===== src/hw/sm83_consts.svh =====
// ~~~~~~~~~~~~~~~~~~~~
// SM83 ALU constants.
// Flag byte bit positions and the data width.
// ~~~~~~~~~~~~~~~~~~~~

`ifndef SM83_CONSTS_SVH
`define SM83_CONSTS_SVH

// Data path width of the ALU.
`define SM83_DATA_W 8

// Flag positions inside the F register byte.
`define SM83_FLAG_Z 7 // Zero.
`define SM83_FLAG_N 6 // Subtract.
`define SM83_FLAG_H 5 // Half carry.
`define SM83_FLAG_C 4 // Carry.

// Low nibble of F always reads as zero.

`endif


===== src/hw/sm83_alu_pkg.sv =====
// ~~~~~~~~~~~~~~~~~~~~
// SM83 ALU types.
// Opcodes, flag controls, flags and the captured stage.
// ~~~~~~~~~~~~~~~~~~~~

`include "sm83_consts.svh"

package sm83_alu_pkg;

	// ALU operations seen by the slice.
	typedef enum logic [4:0] {
		ADD, // a + b.
		ADC, // a + b + C.
		SUB, // a - b.
		SBC, // a - b - C.
		AND,
		XOR,
		OR,
		CP,  // Compare, flags of a - b.
		INC,
		DEC,
		RLC, // Rotate left circular.
		RRC, // Rotate right circular.
		DAA, // Decimal adjust.
		SCF,
		CCF,
		CPL,
		LDF  // Load flags from the bus.
	} alu_op_t;

	// Flag update strobes from the decoder.
	typedef struct packed {
		logic flags_bus;     // Flags come from din.
		logic flags_alu;     // Flags come from the core.
		logic zero_we;
		logic neg_we;
		logic neg_set;
		logic neg_clr;
		logic half_we;
		logic half_set;      // Force H to 1.
		logic carry_we;      // Primary carry write.
		logic sec_carry_we;  // Secondary carry write, blocks the primary.
		logic sec_carry_sh;  // Secondary takes the shift out bit.
		logic sec_carry_daa; // Secondary takes the DAA carry.
	} flag_ctrl_t;

	// Architectural flags.
	typedef struct packed {
		logic z;
		logic n;
		logic h;
		logic c;
	} alu_flags_t;

	// One captured operation.
	typedef struct packed {
		alu_op_t                op;
		logic [`SM83_DATA_W-1:0] a;
		logic [`SM83_DATA_W-1:0] b;
		flag_ctrl_t             ctrl;
	} alu_stage_t;

endpackage


===== src/hw/sm83_alu_core.sv =====
// ~~~~~~~~~~~~~~~~~~~~
// SM83 ALU core.
// Computes result, half carry, carry, shift out and DAA carry.
// ~~~~~~~~~~~~~~~~~~~~

`timescale 1ns/1ps

`include "sm83_consts.svh"

module sm83_alu_core (
	input  sm83_alu_pkg::alu_stage_t  stage,
	input  sm83_alu_pkg::alu_flags_t  flags_cur,
	output logic [`SM83_DATA_W-1:0]   value,
	output logic                      zero_out,
	output logic                      half_out,
	output logic                      carry_out,
	output logic                      shift_out,
	output logic                      daa_carry_out
);
	import sm83_alu_pkg::*;

	logic                    sub;       // Adder runs as a subtractor.
	logic                    cin;       // Carry or borrow in.
	logic [`SM83_DATA_W-1:0] opnd;      // Second adder operand.
	logic [`SM83_DATA_W-1:0] opnd_x;    // Inverted for subtraction.
	logic [4:0]              lo_sum;
	logic [4:0]              hi_sum;
	logic [`SM83_DATA_W-1:0] sum;
	logic                    half_raw;
	logic                    carry_raw;
	logic [`SM83_DATA_W-1:0] daa_adj;
	logic [`SM83_DATA_W-1:0] daa_val;

	// Two nibble adders, borrow is the inverted carry.
	always_comb begin
		sub = (stage.op == SUB) || (stage.op == SBC) || (stage.op == CP) ||
			(stage.op == DEC);
		opnd = ((stage.op == INC) || (stage.op == DEC)) ? 8'h01 : stage.b;
		cin  = ((stage.op == ADC) || (stage.op == SBC)) ? flags_cur.c : 1'b0;
		opnd_x = sub ? ~opnd : opnd;
		lo_sum = {1'b0, stage.a[3:0]} + {1'b0, opnd_x[3:0]} + {4'b0, cin ^ sub};
		hi_sum = {1'b0, stage.a[7:4]} + {1'b0, opnd_x[7:4]} + {4'b0, lo_sum[4]};
		sum       = {hi_sum[3:0], lo_sum[3:0]};
		half_raw  = lo_sum[4] ^ sub; // Low nibble carry or borrow.
		carry_raw = hi_sum[4] ^ sub;
	end

	// Decimal adjust after add or subtract.
	always_comb begin
		daa_adj       = '0;
		daa_carry_out = flags_cur.c; // Carry survives unless set below.
		if (!flags_cur.n) begin
			if (flags_cur.c || (stage.a > 8'h99)) begin
				daa_adj[7:4]  = 4'h6;
				daa_carry_out = 1'b1;
			end
			if (flags_cur.h || (stage.a[3:0] > 4'h9))
				daa_adj[3:0] = 4'h6;
		end else begin
			// After a subtraction only the recorded carries count.
			if (flags_cur.c)
				daa_adj[7:4] = 4'h6;
			if (flags_cur.h)
				daa_adj[3:0] = 4'h6;
		end
		daa_val = flags_cur.n ? (stage.a - daa_adj) : (stage.a + daa_adj);
	end

	// Result and flag inputs per operation.
	always_comb begin
		value     = sum;
		half_out  = half_raw;
		carry_out = carry_raw;
		shift_out = 1'b0;
		unique case (stage.op)
			ADD, ADC, SUB, SBC, INC, DEC: ; // Adder output as is.
			CP: value = stage.a; // Only the flags change.
			AND: begin
				value     = stage.a & stage.b;
				half_out  = 1'b1;
				carry_out = 1'b0;
			end
			XOR: begin
				value     = stage.a ^ stage.b;
				half_out  = 1'b0;
				carry_out = 1'b0;
			end
			OR: begin
				value     = stage.a | stage.b;
				half_out  = 1'b0;
				carry_out = 1'b0;
			end
			RLC: begin
				value     = {stage.a[6:0], stage.a[7]};
				shift_out = stage.a[7];
				half_out  = 1'b0;
			end
			RRC: begin
				value     = {stage.a[0], stage.a[7:1]};
				shift_out = stage.a[0];
				half_out  = 1'b0;
			end
			DAA: begin
				value    = daa_val;
				half_out = 1'b0;
			end
			SCF: begin
				value     = stage.a;
				half_out  = 1'b0;
				carry_out = 1'b1;
			end
			CCF: begin
				value     = stage.a;
				half_out  = 1'b0;
				carry_out = ~flags_cur.c; // Complement of visible C.
			end
			CPL: value = ~stage.a;
			LDF: value = stage.a; // Flags come from din.
			default: value = stage.a;
		endcase
		// Compare reports zero for equal operands.
		zero_out = (stage.op == CP) ? (sum == '0) : (value == '0);
	end

endmodule


===== src/hw/sm83_alu_decode.sv =====
// ~~~~~~~~~~~~~~~~~~~~
// SM83 ALU decode stage.
// Captures the operation and builds the flag strobes.
// ~~~~~~~~~~~~~~~~~~~~

`timescale 1ns/1ps

`include "sm83_consts.svh"

module sm83_alu_decode (
	input  logic                      clk,
	input  logic                      arst_n,
	input  logic                      op_valid,
	input  sm83_alu_pkg::alu_op_t     op,
	input  logic [`SM83_DATA_W-1:0]   a,
	input  logic [`SM83_DATA_W-1:0]   b,
	output sm83_alu_pkg::alu_stage_t  stage,
	output logic                      stage_valid
);
	import sm83_alu_pkg::*;

	flag_ctrl_t ctrl; // Strobes for the incoming opcode.

	// Opcode to flag strobe table.
	always_comb begin
		ctrl           = '0;
		ctrl.flags_alu = 1'b1; // Core drives the flags by default.
		ctrl.zero_we   = 1'b1;
		ctrl.neg_we    = 1'b1;
		ctrl.half_we   = 1'b1;
		unique case (op)
			ADD, ADC: begin
				ctrl.neg_clr  = 1'b1;
				ctrl.carry_we = 1'b1;
			end
			SUB, SBC, CP: begin
				ctrl.neg_set  = 1'b1; // Subtraction sets N.
				ctrl.carry_we = 1'b1;
			end
			AND, XOR, OR: begin
				ctrl.neg_clr  = 1'b1;
				ctrl.carry_we = 1'b1; // Core returns C = 0.
			end
			INC: ctrl.neg_clr = 1'b1; // C untouched.
			DEC: ctrl.neg_set = 1'b1;
			RLC, RRC: begin
				ctrl.neg_clr      = 1'b1;
				ctrl.sec_carry_we = 1'b1;
				ctrl.sec_carry_sh = 1'b1; // Bit rotated out.
			end
			DAA: begin
				ctrl.neg_we        = 1'b0; // N is kept.
				ctrl.sec_carry_we  = 1'b1;
				ctrl.sec_carry_daa = 1'b1;
			end
			SCF, CCF: begin
				ctrl.zero_we  = 1'b0;
				ctrl.neg_clr  = 1'b1;
				ctrl.carry_we = 1'b1;
			end
			CPL: begin
				ctrl.zero_we  = 1'b0;
				ctrl.neg_set  = 1'b1;
				ctrl.half_set = 1'b1;
			end
			LDF: begin
				// Every flag comes from the bus word.
				ctrl.flags_alu = 1'b0;
				ctrl.flags_bus = 1'b1;
				ctrl.carry_we  = 1'b1;
			end
			default: begin
				ctrl = '0; // Unused encodings touch nothing.
			end
		endcase
	end

	// Stage register, loaded once per strobe.
	always_ff @(posedge clk or negedge arst_n) begin
		if (!arst_n) begin
			stage       <= '0;
			stage_valid <= 1'b0;
		end else begin
			stage_valid <= op_valid; // One cycle in the stage.
			if (op_valid) begin
				stage.op   <= op;
				stage.a    <= a;
				stage.b    <= b;
				stage.ctrl <= ctrl;
			end
		end
	end

endmodule


===== src/hw/sm83_alu_flags.sv =====
// ~~~~~~~~~~~~~~~~~~~~
// SM83 flag register.
// Primary and secondary carry, bus load and bus read.
// ~~~~~~~~~~~~~~~~~~~~

`timescale 1ns/1ps

`include "sm83_consts.svh"

module sm83_alu_flags (
	input  logic                      clk,
	input  logic                      arst_n,
	input  sm83_alu_pkg::flag_ctrl_t  ctrl,
	input  logic                      update,
	input  logic [`SM83_DATA_W-1:0]   din,
	input  logic                      zero_in,
	input  logic                      half_in,
	input  logic                      carry_in,
	input  logic                      shift_out_in,
	input  logic                      daa_carry_in,
	output sm83_alu_pkg::alu_flags_t  flags,
	output logic [`SM83_DATA_W-1:0]   flags_byte,
	output logic                      pri_carry
);
	import sm83_alu_pkg::*;

	logic zero_q;
	logic neg_q;
	logic half_q;
	logic pri_c_q;  // Arithmetic carry.
	logic sec_c_q;  // Shift out or DAA carry.
	logic csrc_q;   // High selects the secondary carry.
	logic pri_we;
	logic sec_we;
	logic sec_next;

	// Bus or core source, holding the old value if neither is chosen.
	function automatic logic pick(input logic bus_bit, input logic alu_bit,
		input logic keep);
		if (ctrl.flags_bus)
			return bus_bit;
		else if (ctrl.flags_alu)
			return alu_bit;
		return keep;
	endfunction

	assign sec_we = update && ctrl.sec_carry_we;
	assign pri_we = update && ctrl.carry_we && !ctrl.sec_carry_we; // Secondary wins.

	always_comb begin
		if (ctrl.sec_carry_daa)
			sec_next = daa_carry_in;
		else if (ctrl.sec_carry_sh)
			sec_next = shift_out_in;
		else
			sec_next = pick(din[`SM83_FLAG_C], carry_in, sec_c_q);
	end

	always_ff @(posedge clk or negedge arst_n) begin
		if (!arst_n) begin
			zero_q  <= 1'b0;
			neg_q   <= 1'b0;
			half_q  <= 1'b0;
			pri_c_q <= 1'b0;
			sec_c_q <= 1'b0;
			csrc_q  <= 1'b0;
		end else begin
			if (update && ctrl.zero_we)
				zero_q <= pick(din[`SM83_FLAG_Z], zero_in, zero_q);
			if (update && ctrl.neg_we) begin
				if (ctrl.neg_clr)
					neg_q <= 1'b0;
				else if (ctrl.neg_set)
					neg_q <= 1'b1;
				else if (ctrl.flags_bus)
					neg_q <= din[`SM83_FLAG_N]; // Core has no N.
			end
			if (update && ctrl.half_we)
				half_q <= ctrl.half_set ? 1'b1 : pick(din[`SM83_FLAG_H], half_in, half_q);
			if (pri_we)
				pri_c_q <= pick(din[`SM83_FLAG_C], carry_in, pri_c_q);
			if (sec_we)
				sec_c_q <= sec_next;
			// Last carry writer owns flags.c.
			if (sec_we)
				csrc_q <= 1'b1;
			else if (pri_we)
				csrc_q <= 1'b0;
		end
	end

	assign flags.z   = zero_q;
	assign flags.n   = neg_q;
	assign flags.h   = half_q;
	assign flags.c   = csrc_q ? sec_c_q : pri_c_q;
	assign pri_carry = pri_c_q;

	// F as seen on the data bus.
	always_comb begin
		flags_byte               = '0;
		flags_byte[`SM83_FLAG_Z] = flags.z;
		flags_byte[`SM83_FLAG_N] = flags.n;
		flags_byte[`SM83_FLAG_H] = flags.h;
		flags_byte[`SM83_FLAG_C] = flags.c;
	end

endmodule


===== src/hw/sm83_alu_unit.sv =====
// ~~~~~~~~~~~~~~~~~~~~
// SM83 ALU slice top.
// ~~~~~~~~~~~~~~~~~~~~

`timescale 1ns/1ps

`include "sm83_consts.svh"

module sm83_alu_unit (
	input  logic                      clk,
	input  logic                      arst_n,
	input  logic                      op_valid,
	input  sm83_alu_pkg::alu_op_t     op,
	input  logic [`SM83_DATA_W-1:0]   a,
	input  logic [`SM83_DATA_W-1:0]   b,
	input  logic [`SM83_DATA_W-1:0]   din,
	output logic [`SM83_DATA_W-1:0]   result,
	output logic                      result_valid,
	output sm83_alu_pkg::alu_flags_t  flags,
	output logic [`SM83_DATA_W-1:0]   flags_byte
);
	import sm83_alu_pkg::*;

	alu_stage_t              stage;
	logic                    stage_valid;
	logic [`SM83_DATA_W-1:0] value;
	logic                    zero_c, half_c, carry_c, shift_c, daa_c;
	logic                    pri_carry; // Raw primary carry, probed by checks.

	sm83_alu_decode sm83_alu_decode_inst (
		.clk, .arst_n, .op_valid, .op, .a, .b,
		.stage, .stage_valid
	);

	// Core sees the flags committed by the previous operation.
	sm83_alu_core sm83_alu_core_inst (
		.stage, .flags_cur(flags), .value,
		.zero_out(zero_c), .half_out(half_c), .carry_out(carry_c),
		.shift_out(shift_c), .daa_carry_out(daa_c)
	);

	sm83_alu_flags sm83_alu_flags_inst (
		.clk, .arst_n, .ctrl(stage.ctrl), .update(stage_valid), .din,
		.zero_in(zero_c), .half_in(half_c), .carry_in(carry_c),
		.shift_out_in(shift_c), .daa_carry_in(daa_c),
		.flags, .flags_byte, .pri_carry
	);

	// Result commits together with the flags.
	always_ff @(posedge clk or negedge arst_n) begin
		if (!arst_n) begin
			result       <= '0;
			result_valid <= 1'b0;
		end else begin
			result_valid <= stage_valid; // Single cycle pulse per op.
			if (stage_valid)
				result <= value;
		end
	end

endmodule


===== config.mk =====
export PLATFORM = sky130hd
export DESIGN_NAME = sm83_alu_unit
export DESIGN_NICKNAME = d
export VERILOG_FILES = /design/src/hw/sm83_alu_pkg.sv /design/src/hw/sm83_alu_core.sv /design/src/hw/sm83_alu_decode.sv /design/src/hw/sm83_alu_flags.sv /design/src/hw/sm83_alu_unit.sv
export VERILOG_INCLUDE_DIRS = /design/src /design/src/hw
export SDC_FILE = /design/constraint.sdc
export NUM_CORES = 1
export LEC_CHECK = 0
export BUFFER_PORTS_ARGS = -buffer_cell sky130_fd_sc_hd__buf_4
export CAP_MARGIN = 20
export CELL_PAD_IN_SITES_DETAIL_PLACEMENT = 1
export CELL_PAD_IN_SITES_GLOBAL_PLACEMENT = 2
export CORE_MARGIN = 2
export CORE_UTILIZATION = 38
export DETAILED_ROUTE_END_ITERATION = 12
export PLACE_DENSITY_LB_ADDON = 0.25
export SYNTH_ARGS = -nofsm -noshare
export SYNTH_HDL_FRONTEND = slang
export SYNTH_SLANG_ARGS = --single-unit
export TNS_END_PERCENT = 100

===== constraint.sdc =====
create_clock -name clk -period 15.95 [get_ports clk]
set_input_delay 2.3925 -clock clk [delete_from_list [all_inputs] [get_ports clk]]
set_output_delay 2.3925 -clock clk [all_outputs]
set_load 0.02 [all_outputs]

======== Word level (Yosys, flattened, before mapping) ========
Index checks and enable logic that the tools add are counted.
storage, ports and cells
  register bits ........................... 49
  bits of input ports ..................... 32
  output and inout bits ................... 21
cells by class
  add/sub/neg operators ................... 6
  magnitude comparators ................... 2
  eq/ne operators ......................... 31
  multiplexer cells ....................... 51
  bitwise operators ....................... 9
  reductions and logical operators ........ 39
operators with widths
  kind                                                                    number
  5-bit by 4-bit equality test with 1-bit output (second input constant)  16
  8-bit one-hot mux with 8 select lines                                   1
  5-bit by 3-bit equality test with 1-bit output (second input constant)  8
  1-bit two-way mux                                                       38
  8-bit two-way mux                                                       4
  16-bit OR reduction                                                     2
  5-bit by 2-bit equality test with 1-bit output (second input constant)  4
  17-bit OR reduction                                                     1
  8-bit logical NOT                                                       2
  8-bit NOT                                                               2
  14-bit OR reduction                                                     1
  3-bit two-way mux                                                       4
  11-bit OR reduction                                                     1
  4-bit by 4-bit adder with 5-bit output                                  2
  5-bit by 1-bit adder with 5-bit output                                  2
  5-bit by 1-bit equality test with 1-bit output (second input constant)  2
  5-bit logical NOT                                                       2
  2-bit AND reduction                                                     5
  10-bit OR reduction                                                     1
  8-bit adder                                                             1
  8-bit bitwise AND                                                       1
  8-bit > comparator (second input constant)                              1
  8-bit OR                                                                1
  8-bit subtractor                                                        1
  other kinds (18)                                                        35

======== Logic depth before layout (Yosys ltp) ========
Gate-level depths: netlist of the first run.
  depth after elaboration ................. 15
  gate-level depth with buffers ........... 20

======== By module ========
From an unflattened synthesis of the first run, not the netlist that was laid out.
second synthesis, totals
  cells, all modules ...................... 461
  area total of the unflattened synthesis .. 4,286.6 um^2
modules (own cells, without submodules)
  module           times used  cells an instance  area an instance (um^2)  seq. area each (um^2)
  sm83_alu_core    1           278                1,954.4                  0.0
  sm83_alu_decode  1           111                1,453.9                  850.8
  sm83_alu_flags   1           54                 521.8                    150.1
  sm83_alu_unit    1           18                 356.6                    225.2

======== Worst setup path after synthesis of the first run ========
No wires, ideal clock.
  path kind ............................... register -> register
  start point ............................. register, netlist name sm83_alu_decode_inst.stage[29]
  end point ............................... register sm83_alu_flags_inst.pri_c_q, in the netlist sm83_alu_flags_inst.pri_carry
  setup time .............................. 0.121 ns
  arrival time ............................ 5.297 ns
  setup slack ............................. 10.532 ns
  stages on the path, launching flop included .. 20
  path buffers ............................ 3
  clock period less this slack ............ 5.418 ns
  cells stage by stage .................... dfrtp_1 buf_4 clkbuf_1 clkbuf_1 nor3b_1 a31oi_1 nor2_2 xnor2_1 fa_1 fa_1 a21o_1 a21o_1 fa_1 fa_1 a21o_1 a21oi_1 mux2_2 a221oi_1 o21ai_0 a22o_1
between the ends
  longest elaborated chain between the ends .. 12
  elaborated cells between the ends (all ways) .. 30
  classes of those cells .................. add/sub (4); eq/ne (11); mux (6); bitwise (3); reduce/logical (6)
RTL lines
  item                                                                          RTL line                                  source
  5-bit by 4-bit equality test with 1-bit output, or another cell as far along  sm83_alu_core.sv:38                       opnd = ((stage.op == INC) || (stage.op == DEC)) ? 8'h01 : stage.b;
  1-bit logical OR (on tied branches)                                           sm83_alu_core.sv:38, sm83_alu_core.sv:36
  8-bit two-way mux or 1-bit logical OR (tied branches)                         sm83_alu_core.sv:38, sm83_alu_core.sv:36
  8-bit NOT or 1-bit logical OR (tied branches)                                 sm83_alu_core.sv:40, sm83_alu_core.sv:36
  8-bit two-way mux                                                             sm83_alu_core.sv:40                       opnd_x = sub ? ~opnd : opnd;
  4-bit by 4-bit adder with 5-bit output                                        sm83_alu_core.sv:41                       lo_sum = {1'b0, stage.a[3:0]} + {1'b0, opnd_x[3:0]} + {4'b0, cin ^ sub};
  5-bit by 1-bit adder with 5-bit output                                        sm83_alu_core.sv:41
  5-bit by 1-bit adder with 5-bit output                                        sm83_alu_core.sv:42                       hi_sum = {1'b0, stage.a[7:4]} + {1'b0, opnd_x[7:4]} + {4'b0, lo_sum[4]};
  1-bit XOR                                                                     sm83_alu_core.sv:45                       carry_raw = hi_sum[4] ^ sub;
  1-bit one-hot mux with 3 select lines (*)                                     sm83_alu_core.sv:75                       unique case (stage.op)
  1-bit two-way mux (*)                                                         sm83_alu_flags.sv:42                      else if (ctrl.flags_alu)
  1-bit two-way mux (*)                                                         sm83_alu_flags.sv:40                      if (ctrl.flags_bus)
  end signal, assigned                                                          sm83_alu_flags.sv:81                      pri_c_q <= pick(din[`SM83_FLAG_C], carry_in, pri_c_q);
  end, declared                                                                 sm83_alu_flags.sv:30                      logic pri_c_q;
Every way passes the cells marked *; elsewhere a longest branch is shown, timed or not. The select of a mux whose other input is x is not followed.
A chain may end at the register's enable or synchronous reset.

======== Worst setup path in the final report of the first run ========
  start point ............................. register, netlist name sm83_alu_decode_inst.stage[30]
  end point ............................... register sm83_alu_flags_inst.sec_c_q
between the ends
  longest elaborated chain between the ends .. 15
  elaborated cells between the ends (all ways) .. 36
  classes of those cells .................. add/sub (4); eq/ne (13); mux (10); bitwise (3); reduce/logical (6)
RTL lines
  item                                                                          RTL line                                  source
  5-bit by 4-bit equality test with 1-bit output, or another cell as far along  sm83_alu_core.sv:38
  1-bit logical OR (on tied branches)                                           sm83_alu_core.sv:38, sm83_alu_core.sv:36
  8-bit two-way mux or 1-bit logical OR (tied branches)                         sm83_alu_core.sv:38, sm83_alu_core.sv:36
  8-bit NOT or 1-bit logical OR (tied branches)                                 sm83_alu_core.sv:40, sm83_alu_core.sv:36
  8-bit two-way mux                                                             sm83_alu_core.sv:40
  4-bit by 4-bit adder with 5-bit output                                        sm83_alu_core.sv:41
  5-bit by 1-bit adder with 5-bit output                                        sm83_alu_core.sv:41
  5-bit by 1-bit adder with 5-bit output                                        sm83_alu_core.sv:42
  1-bit XOR                                                                     sm83_alu_core.sv:45
  1-bit one-hot mux with 3 select lines                                         sm83_alu_core.sv:75
  1-bit two-way mux                                                             sm83_alu_flags.sv:42
  1-bit two-way mux                                                             sm83_alu_flags.sv:40
  1-bit two-way mux                                                             sm83_alu_flags.sv:44                      return keep;
  1-bit two-way mux (*)                                                         sm83_alu_flags.sv:53                      else if (ctrl.sec_carry_sh)
  1-bit two-way mux (*)                                                         sm83_alu_flags.sv:51                      if (ctrl.sec_carry_daa)
  end signal, assigned                                                          sm83_alu_flags.sv:83                      sec_c_q <= sec_next;
  end, declared                                                                 sm83_alu_flags.sv:31                      logic sec_c_q;
Marks and branches as above.

==> out/results.md, run 1 <==
| Result | Reported | Unit |
| --- | --- | --- |
| Setup TNS Final | 0 | ps |
| Sequential area share after synthesis | 30.7 | % |
| Internal power summed over all cells | 0.278 | mW |
| Pin slew with the least headroom to its limit | 993 | ps |
| Endpoint arrival time on the critical path | 6390 | ps |
| Worst Slack Setup Final | 9760 | ps |
| Switching power | 0.216 | mW |
| Die area | 11,300 | um2 |
| Via count | 3,519 | - |
| Sink of the worst hold path | sm83_alu_flags_inst.sec_c_q | - |
| Count of endpoints failing hold in the final timing report | 0 | - |
| Max-cap violation count | 0 | - |
| Run status | finished, final reports clean | - |
| Post-route clock period utilization | 38.8 | % |
| Hold bufs inserted after CTS | 0 | - |
| Yosys top cell by area | sky130_fd_sc_hd__dfrtp_1 | - |
| Worst-Skew Late Latency | 320 | ps |
| Clock period minus final worst setup slack | 6190 | ps |
| Postcts setup bufs | 0 | - |
| Number of placed instances with taps included | 622 | - |
| Die X-Extent | 106 | um |
| Reg2reg end | sm83_alu_flags_inst.sec_c_q | - |
| Share of cells above drive strength 1 | 14.4 | % |
| Ports placed on the boundary | 53 | - |
| Number of instances in the synthesized netlist | 478 | - |
| Weighted congestion reported at the end of routability-driven placement | 0.921 | - |
| Power Dens Cells | 112 | nW/um2 |
| Gr usage total | 22.7 | % |
| Commonest cells in the synthesized netlist | 52 x sky130_fd_sc_hd__nand2_1, 49 x sky130_fd_sc_hd__dfrtp_1, 37 x sky130_fd_sc_hd__o21ai_0 | - |
| Setup repair after global routing missed its margin | no | - |
| Relative contribution of combinational cells to total power | 48.8 | % |
| Maximum fanout encountered on the critical timing path | 22 | - |
| DRC violation count after routing | 0 | - |
| Placeable core region | 10,300 | um2 |
| Clock sink count | 49 | - |
| Htree depth | 2 | - |
| Peak supply drop | 46.1 | uV |
| Number of nets in the finished design | 560 | - |
| Area added between synthesis and finish | 10.2 | % |
| Antenna violations before repair | 0 | - |
| Clock transition at the registers of the reported paths | 100 | ps |
| Number of antenna-violating nets in the routed design | 0 | - |
| Pre-CTS setup slack | 9800 | ps |
| Max Clock Skew | 18.5 | ps |
| Total clock buffers created by CTS | 5 | - |
| Synthesis warning total | 0 | - |
| Largest net degree at the start of global routing | 61 | - |
| Via count of the first global-routing pass | 3,608 | - |
| Most frequent cell after synthesis | sky130_fd_sc_hd__nand2_1 | - |
| Number of antenna diodes | 0 | - |
| Highest Clock Rate | 0.162 | GHz |
| Half-perimeter wire length after detailed placement | 9.16 | mm |
| Filler-free cell count of the finished design | 630 | - |
| Critical Path Source Type | flop | - |
| Top post-synthesis cells by area | sky130_fd_sc_hd__dfrtp_1 31%, sky130_fd_sc_hd__ha_1 9.7%, sky130_fd_sc_hd__nand2_1 4.9% | - |
| Total count of max-transition violations in the final report | 0 | - |
| Clock network power share | 16.6 | % |
| Number of enable-type register cells in the synthesized netlist | 0 | - |
| #FFs+latches synth | 49 | - |
| Synth unique cells | 63 | - |
| Final count of negative-setup-slack endpoints | 0 | - |
| Category of the most critical setup path | reg2reg | - |
| First-pass GRT wire length | 20.1 | mm |
| Initial Util | 38.8 | % |
| Worst Setup End Kind | flop | - |
| Startpoint of the most critical register-to-register path | sm83_alu_decode_inst.stage[30] | - |
| Cell at the root of the clock tree | sky130_fd_sc_hd__clkbuf_8 | - |
| Worst Reg2Reg Path Length in Cells | 19 | - |
| Syn Std Cell Area | 3990 | um2 |
| Worst hold stages | 2 | - |
| Worst hold start | sm83_alu_flags_inst.sec_c_q | - |
| Violation count after the first detailed-route iteration | 196 | - |
| Height of the chip | 106 | um |
| Share of total power consumed by net switching | 43.7 | % |
| Reg power frac | 34.6 | % |
| Clock tree from TritonCTS | built | - |
| Gates resized, CTS repair | 0 | - |
| Final core utilization | 42.8 | % |
| Mapped Avg Cell Area | 8.35 | um2 |
| Maximum root-to-sink buffer count | 2 | - |
| FP Rows | 37 | - |
| Headroom to the max-slew limit | 32.9 | % |
| Synth top area share | 30.7 | % |
| Commonest register cell after synthesis | sky130_fd_sc_hd__dfrtp_1 | - |
| Number of optimization iterations in the first detailed-route pass | 4 | - |
| Number of I/O port buffers | 44 | - |
| Remaining global-route overflow | 0 | - |
| Standby leakage power | 1.95 | nW |
| Asr flop ratio synth | 100 | % |
| Register-to-Register Setup Slack | 9760 | ps |
| Hold Crit Class | reg2reg | - |
| Vias per Instance | 5.59 | - |
| Detailed Route WL | 12.0 | mm |
| WL per Instance | 19.1 | um |
| Required time reported for the critical path endpoint | 16,150 | ps |
power groups by stage:
stage                     logic (mW)  registers, mW  clock network [mW]
after global placement         0.233          0.172                   0
final                          0.241          0.171              0.0819
after floorplan                0.175          0.165                   0
after detailed placement       0.240          0.173                   0
after CTS                      0.242          0.171              0.0855
after global routing           0.268          0.175              0.0902
stage by stage:
step,power [mW],hold WS (ps),instance area [um2]
3_5_place_dp,0.414,490,4300
3_3_place_gp,0.406,489,4300
5_1_grt,0.534,552,4400
6_report,0.494,507,4400
2_1_floorplan,0.340,352,4000
4_1_cts,0.499,515,4400
critical path: stages, from the launching register on:
cell and delay (ps):
sky130_fd_sc_hd__dfrtp_1 680, sky130_fd_sc_hd__inv_1 280, sky130_fd_sc_hd__nor2_1 80, sky130_fd_sc_hd__nor3b_1 180
sky130_fd_sc_hd__a31oi_1 80, sky130_fd_sc_hd__nor2_2 500, sky130_fd_sc_hd__xnor2_1 190, sky130_fd_sc_hd__fa_1 510
sky130_fd_sc_hd__fa_1 460, sky130_fd_sc_hd__a21o_1 180, sky130_fd_sc_hd__a21o_1 280, sky130_fd_sc_hd__fa_1 480
sky130_fd_sc_hd__fa_1 460, sky130_fd_sc_hd__a21o_1 180, sky130_fd_sc_hd__a21oi_1 360, sky130_fd_sc_hd__mux2_2 410
sky130_fd_sc_hd__a221oi_1 300, sky130_fd_sc_hd__o21ai_0 220, sky130_fd_sc_hd__a21oi_1 170, sky130_fd_sc_hd__o21ai_0 80
how the worst max path moves through the flow:
stage	start	end
3_5_place_dp	sm83_alu_decode_inst.stage[29]	sm83_alu_flags_inst.sec_c_q
6_report	sm83_alu_decode_inst.stage[30]	sm83_alu_flags_inst.sec_c_q
2_1_floorplan	sm83_alu_decode_inst.stage[29]	sm83_alu_flags_inst.pri_carry
5_1_grt	sm83_alu_decode_inst.stage[30]	sm83_alu_flags_inst.sec_c_q
3_3_place_gp	sm83_alu_decode_inst.stage[29]	sm83_alu_flags_inst.sec_c_q
4_1_cts	sm83_alu_decode_inst.stage[29]	sm83_alu_flags_inst.sec_c_q
sequential cells by signal, indices dropped and copies added (netlist names):
signal                            flops
sm83_alu_flags_inst.sec_c_q           1
result_valid                          1
result                                8
sm83_alu_flags_inst.half_q            1
sm83_alu_flags_inst.neg_q             1
sm83_alu_flags_inst.pri_carry         1
sm83_alu_decode_inst.stage           33
sm83_alu_flags_inst.zero_q            1
sm83_alu_flags_inst.csrc_q            1
sm83_alu_decode_inst.stage_valid      1
metal layers:
metal / up-vias / share of wire (%) / global-route usage (%)
met3: 7 / 4.4 / 3.25
met1: 1730 / 50 / 33.1
met4: 0 / 0.81 / 4.08
met5: - / 0 / 0
li1: 1710 / - / -
met2: 72 / 45 / 36.3
cell usage in the layout, fill, tap and decap left out, types with 6 or more instances in the layout:
| master | synthesis | layout |
|---|---|---|
| sky130_fd_sc_hd__xnor2_1 | 15 | 15 |
| sky130_fd_sc_hd__a21o_1 | 8 | 8 |
| sky130_fd_sc_hd__buf_4 | 12 | 46 |
| sky130_fd_sc_hd__nor2b_1 | 9 | 9 |
| sky130_fd_sc_hd__inv_1 | 32 | 32 |
| sky130_fd_sc_hd__nor2_1 | 32 | 32 |
| sky130_fd_sc_hd__nand3_1 | 10 | 10 |
| sky130_fd_sc_hd__dfrtp_1 | 49 | 49 |
| sky130_fd_sc_hd__nand2_1 | 52 | 52 |
| sky130_fd_sc_hd__a21oi_1 | 29 | 29 |
| sky130_fd_sc_hd__mux2_2 | 10 | 10 |
| sky130_fd_sc_hd__o21ai_0 | 37 | 37 |
| sky130_fd_sc_hd__a32oi_1 | 6 | 6 |
| sky130_fd_sc_hd__ha_1 | 31 | 31 |
| sky130_fd_sc_hd__o22ai_1 | 8 | 8 |
| sky130_fd_sc_hd__nor3_1 | 10 | 10 |
| sky130_fd_sc_hd__a31oi_1 | 6 | 6 |
kinds of logic after synthesis:
logic type | synth area share [%]
buffers and inverters | 8.40
other | 0.0940
AOI/OAI and AO/OA | 22.7
xor gates and xnor gates | 4.39
DFF | 30.7
muxes | 3.57
adders and majority gates | 11.7
and+or+nand+nor | 18.4
cell type report:
type                    instances  area (um2)
well taps                     136         170
multi-input cells             359        2440
repair buffers                 46         345
flip-flops and latches         49        1230
clock buffers                   5        68.8
fillers                      1271        5880
inverters                      32         120
clock inverters                 3        26.3
No activity file was read; power rests on OpenSTA's default activity.
==> run 2, diff against run 1 <==
- ABC_AREA: not set -> 1
- CORE_UTILIZATION: 38 -> 33
- clock period: 15.95 -> 6.3 ns (I/O delays scaled with it)
==> run 2 against run 1 <==
Against the previous run:
- flip-flop and latch count did not move
- register-to-register slack worse by 8700 ps
- non-clock buffer count down 1
- wire length up 12%
- synthesized area grew 0.25%
- fmax rose by 19%
- synthesized cell count increased by 21%
- die area grew 15%
- highest routed layer unchanged
==> out/results.md, run 2 <==
| Result | Reported | Unit | vs previous |
| --- | --- | --- | --- |
| Run status | finished, final reports clean | - |  |
| Power Dens Cells | 292 | nW/um2 | +160% |
| Maximum root-to-sink buffer count | 2 | - | unchanged |
| Peak supply drop | 149 | uV | +220% |
| Most frequent standard cell in the layout excluding fill and tap cells | sky130_fd_sc_hd__nand2_1 | - |  |
| Number of antenna diodes | 0 | - | unchanged |
| Violation count after the first detailed-route iteration | 183 | - | -6.6% |
| Mapped Avg Cell Area | 6.92 | um2 | -17% |
| Fraction of the mapped netlist area in adder cells | 11.7 | % | -0.029 points |
| Endpoint arrival time on the critical path | 5460 | ps | -930 ps |
| Pin slew with the least headroom to its limit | 667 | ps | -326 ps |
| Die area | 13,000 | um2 | +15% |
| Vias per Instance | 5.05 | - | -9.6% |
| Ports placed on the boundary | 53 | - | unchanged |
| Placeable core region | 11,900 | um2 | +16% |
| Register-to-Register Setup Slack | 1090 | ps | -8680 ps |
| Number of instances in the synthesized netlist | 578 | - | +21% |
| Synth Area in Compound Gates | 11.0 | % | -12 points |
| Total Power Consumption | 1.33 | mW | +170% |
| Logic depth of the worst setup path including buffers | 25 | - | +6 |
| Initial Util | 33.6 | % | -5.2 points |
| Worst Reg2Reg Path Length in Cells | 25 | - | +6 |
| Via count of the first global-routing pass | 3,983 | - | +10% |
| WL per Instance | 17.8 | um | -7.0% |
| Post-route cell area | 4560 | um2 | +3.7% |
| Number of buffer and inverter stages on the critical path | 2 | - | +1 |
| Number of I/O port buffers | 44 | - | unchanged |
| Yosys top cell by area | sky130_fd_sc_hd__dfrtp_1 | - |  |
| Clock sink count | 49 | - | unchanged |
| Cell with the largest stage delay on the worst path | sky130_fd_sc_hd__fa_1 | - |  |
| Gate family responsible for the most delay along the worst path | simple AND/OR/NAND/NOR gates | - |  |
| Hold bufs inserted after CTS | 0 | - | unchanged |
| Highest Clock Rate | 0.192 | GHz | +19% |
| Synthesis warning total | 0 | - | unchanged |
| Multiplexer share of the synthesized area | 0 | % | -3.6 points |
| Number of antenna-violating nets in the routed design | 0 | - | unchanged |
| Termination of the worst setup path | sm83_alu_flags_inst.zero_q | - |  |
| Biggest register | sm83_alu_decode_inst.stage | - |  |
| Required time reported for the critical path endpoint | 6550 | ps | -9600 ps |
| Antenna violations before repair | 0 | - | unchanged |
| Commonest register cell after synthesis | sky130_fd_sc_hd__dfrtp_1 | - |  |
| Share of cells above drive strength 1 | 11.9 | % | -2.4 points |
| Total count of max-transition violations in the final report | 0 | - | unchanged |
| Gates resized, CTS repair | 0 | - | unchanged |
| Filler-free cell count of the finished design | 758 | - | +20% |
| Asr flop ratio synth | 100 | % | unchanged |
| Most frequent cell after synthesis | sky130_fd_sc_hd__nand2_1 | - |  |
| Sequential area share after synthesis | 30.6 | % | -0.077 points |
| Setup TNS Final | 0 | ps | unchanged |
| Worst hold slack after final layout | 494 | ps | -12.9 ps |
| Htree depth | 2 | - | unchanged |
| Delay of the slowest critical-path stage | 500 | ps | -180 ps |
| Most frequent cell on the critical path | sky130_fd_sc_hd__nand2_1 | - |  |
| Reg2reg end | sm83_alu_flags_inst.zero_q | - |  |
| Post-Synth Simple-Gate Area | 33.5 | % | +15 points |
| Largest family of logic cells by synthesized area | simple AND/OR/NAND/NOR gates | - |  |
| Top post-synthesis cells by area | sky130_fd_sc_hd__dfrtp_1 31%, sky130_fd_sc_hd__nand2_1 16%, sky130_fd_sc_hd__ha_1 9.7% | - |  |
| Die X-Extent | 114 | um | +7.2% |
| Setup repair after global routing missed its margin | no | - |  |
| Syn Std Cell Area | 4000 | um2 | +0.25% |
| #FFs+latches synth | 49 | - | unchanged |
| Number of optimization iterations in the first detailed-route pass | 4 | - | unchanged |
| Total clock buffers created by CTS | 5 | - | unchanged |
| Worst Setup End Kind | flop | - |  |
| Xor and xnor area share after synthesis | 3.72 | % | -0.67 points |
| Via count | 3,828 | - | +8.8% |
| Height of the chip | 114 | um | +7.2% |
| Number of nets in the finished design | 677 | - | +21% |
| Post-route clock period utilization | 82.7 | % | +44 points |
| FP Rows | 40 | - | +8.1% |
| Postcts setup bufs | 0 | - | unchanged |
| Detailed Route WL | 13.5 | mm | +12% |
| Final count of negative-setup-slack endpoints | 0 | - | unchanged |
| Clock period minus final worst setup slack | 5210 | ps | -975 ps |
| Number of placed instances with taps included | 750 | - | +21% |
| Count of endpoints failing hold in the final timing report | 0 | - | unchanged |
| DRC violation count after routing | 0 | - | unchanged |
| Largest net degree at the start of global routing | 60 | - | -1.6% |
| Area added between synthesis and finish | 13.9 | % |  |
| Clock transition at the registers of the reported paths | 80 | ps | -20 ps |
| Synth top area share | 30.6 | % | -0.077 points |
| Max Clock Skew | 16.0 | ps | -2.57 ps |
| Headroom to the max-slew limit | 55.5 | % | +23 points |
| Cell at the root of the clock tree | sky130_fd_sc_hd__clkbuf_16 | - |  |
| Filler Cells Inserted | 1,542 | - | +21% |
| Critical path startpoint | sm83_alu_decode_inst.stage[32] | - |  |
| Number of enable-type register cells in the synthesized netlist | 0 | - | unchanged |
| Hold Crit Class | reg2reg | - |  |
| Worst-Skew Late Latency | 320 | ps | about the same |
| Biggest registers after layout | sm83_alu_decode_inst.stage: 33 flops, result: 8 flops | - |  |
| Max-cap violation count | 0 | - | unchanged |
| Clock tree from TritonCTS | built | - |  |
| Weighted congestion reported at the end of routability-driven placement | 0.900 | - | -2.3% |
| Critical Path Source Type | flop | - |  |
| Category of the most critical setup path | reg2reg | - |  |
| First-pass GRT wire length | 21.7 | mm | +8.0% |
| Maximum fanout encountered on the critical timing path | 11 | - | -50% |
| Startpoint of the most critical register-to-register path | sm83_alu_decode_inst.stage[32] | - |  |
| Gr usage total | 21.8 | % | -0.93 points |
| Remaining global-route overflow | 0 | - | unchanged |
| Placed cell area | 4390 | um2 | +2.0% |
| Synth unique cells | 39 | - | -38% |
| Max FFs per register | 33 | - | unchanged |
| Leading cell types in the layout, fill and taps excluded | 171 x sky130_fd_sc_hd__nand2_1, 67 x sky130_fd_sc_hd__nor2_1, 55 x sky130_fd_sc_hd__inv_1, 49 x sky130_fd_sc_hd__dfrtp_1, 45 x sky130_fd_sc_hd__buf_4 | - |  |
| Standby leakage power | 2.34 | nW | +20% |
| Half-perimeter wire length after detailed placement | 10.5 | mm | +15% |
| Commonest cells in the synthesized netlist | 171 x sky130_fd_sc_hd__nand2_1, 67 x sky130_fd_sc_hd__nor2_1, 55 x sky130_fd_sc_hd__inv_1 | - |  |
run 2: cell types whose count changed in the layout (fill, tap and decap cells not counted), sizes merged, moves of 8 or more:
cell	previous run	this run
nand2	52	173
nand3	10	42
nor2	33	74
inv	33	62
mux2	10	0
a21oi	29	18
nor2b	9	0
o22ai	8	0
run 2: worst min-delay path by stage:
stage                                           from                        endpoint  slack [ps]  depth (start not counted)
finish                                     result[4]                       result[4]         490                          2
global route          sm83_alu_decode_inst.stage[10]  sm83_alu_decode_inst.stage[10]         540                          1
global placement                           result[2]                       result[2]         470                          2
floorplan           sm83_alu_decode_inst.stage_valid                    result_valid         370                          0
detailed placement                         result[5]                       result[5]         480                          2
CTS                                        result[4]                       result[4]         500                          2
run 2: layout make-up:
class | count | area (um2) | area share (%)
Tap cell | 147 | 184 | 4.03
Clock buffer | 5 | 125 | 2.74
Inverter | 61 | 229 | 5.02
Timing Repair Buffer | 45 | 338 | 7.41
Multi-Input combinational cell | 448 | 2410 | 52.9
Sequential cell | 49 | 1230 | 26.9
Clock inverter | 3 | 43.8 | 0.960
run 2: worst reg2reg max path: cells and delay by family, from the launching register on:
family	cells	cell delay [ps]
fa+ha+maj	4	1860
xor+xnor	2	300
flops	1	430
buf+inv	2	440
simple gates	17	2120
run 2: cell families (layout without fill, tap and decap cells):
group                    Yosys count  in the layout
AO/OA/AOI/OAI                     80             80
XOR/XNOR                          17             17
adder cells (fa/ha/maj)           35             35
buffers and inverters             84            114
flip-flops                        49             49
other                              1              4
AND/OR/NAND/NOR                  312            312
run 2: per-layer routing:
layer / share of wire, % / track usage, % / wire [um] / up-vias
li1: - / - / - / 1902
met1: 48 / 30.3 / 6530 / 1862
met2: 47 / 36.0 / 6400 / 53
met3: 2.8 / 3.18 / 375 / 11
met4: 1.3 / 5.28 / 179 / 0
met5: 0 / 0 / 0 / -
run 2: metrics by stage:
| step | worst slack [ps] | utilization (%) |
|---|---|---|
| after floorplan | 2130 | - |
| after global placement | 1270 | 36.9 |
| after detailed placement | 1200 | 36.9 |
| after CTS | 1100 | 38.3 |
| after global routing | 770 | 38.3 |
| final | 1090 | 38.3 |
run 2: report_power, final:
| group | total (mW) | switching (mW) | leakage [nW] | internal [mW] |
|---|---|---|---|---|
| combinational | 0.589 | 0.372 | 1.66 | 0.217 |
| clock | 0.330 | 0.142 | 0.0842 | 0.189 |
| sequential | 0.413 | 0.0544 | 0.594 | 0.359 |
| total | 1.33 | 0.567 | 2.34 | 0.765 |
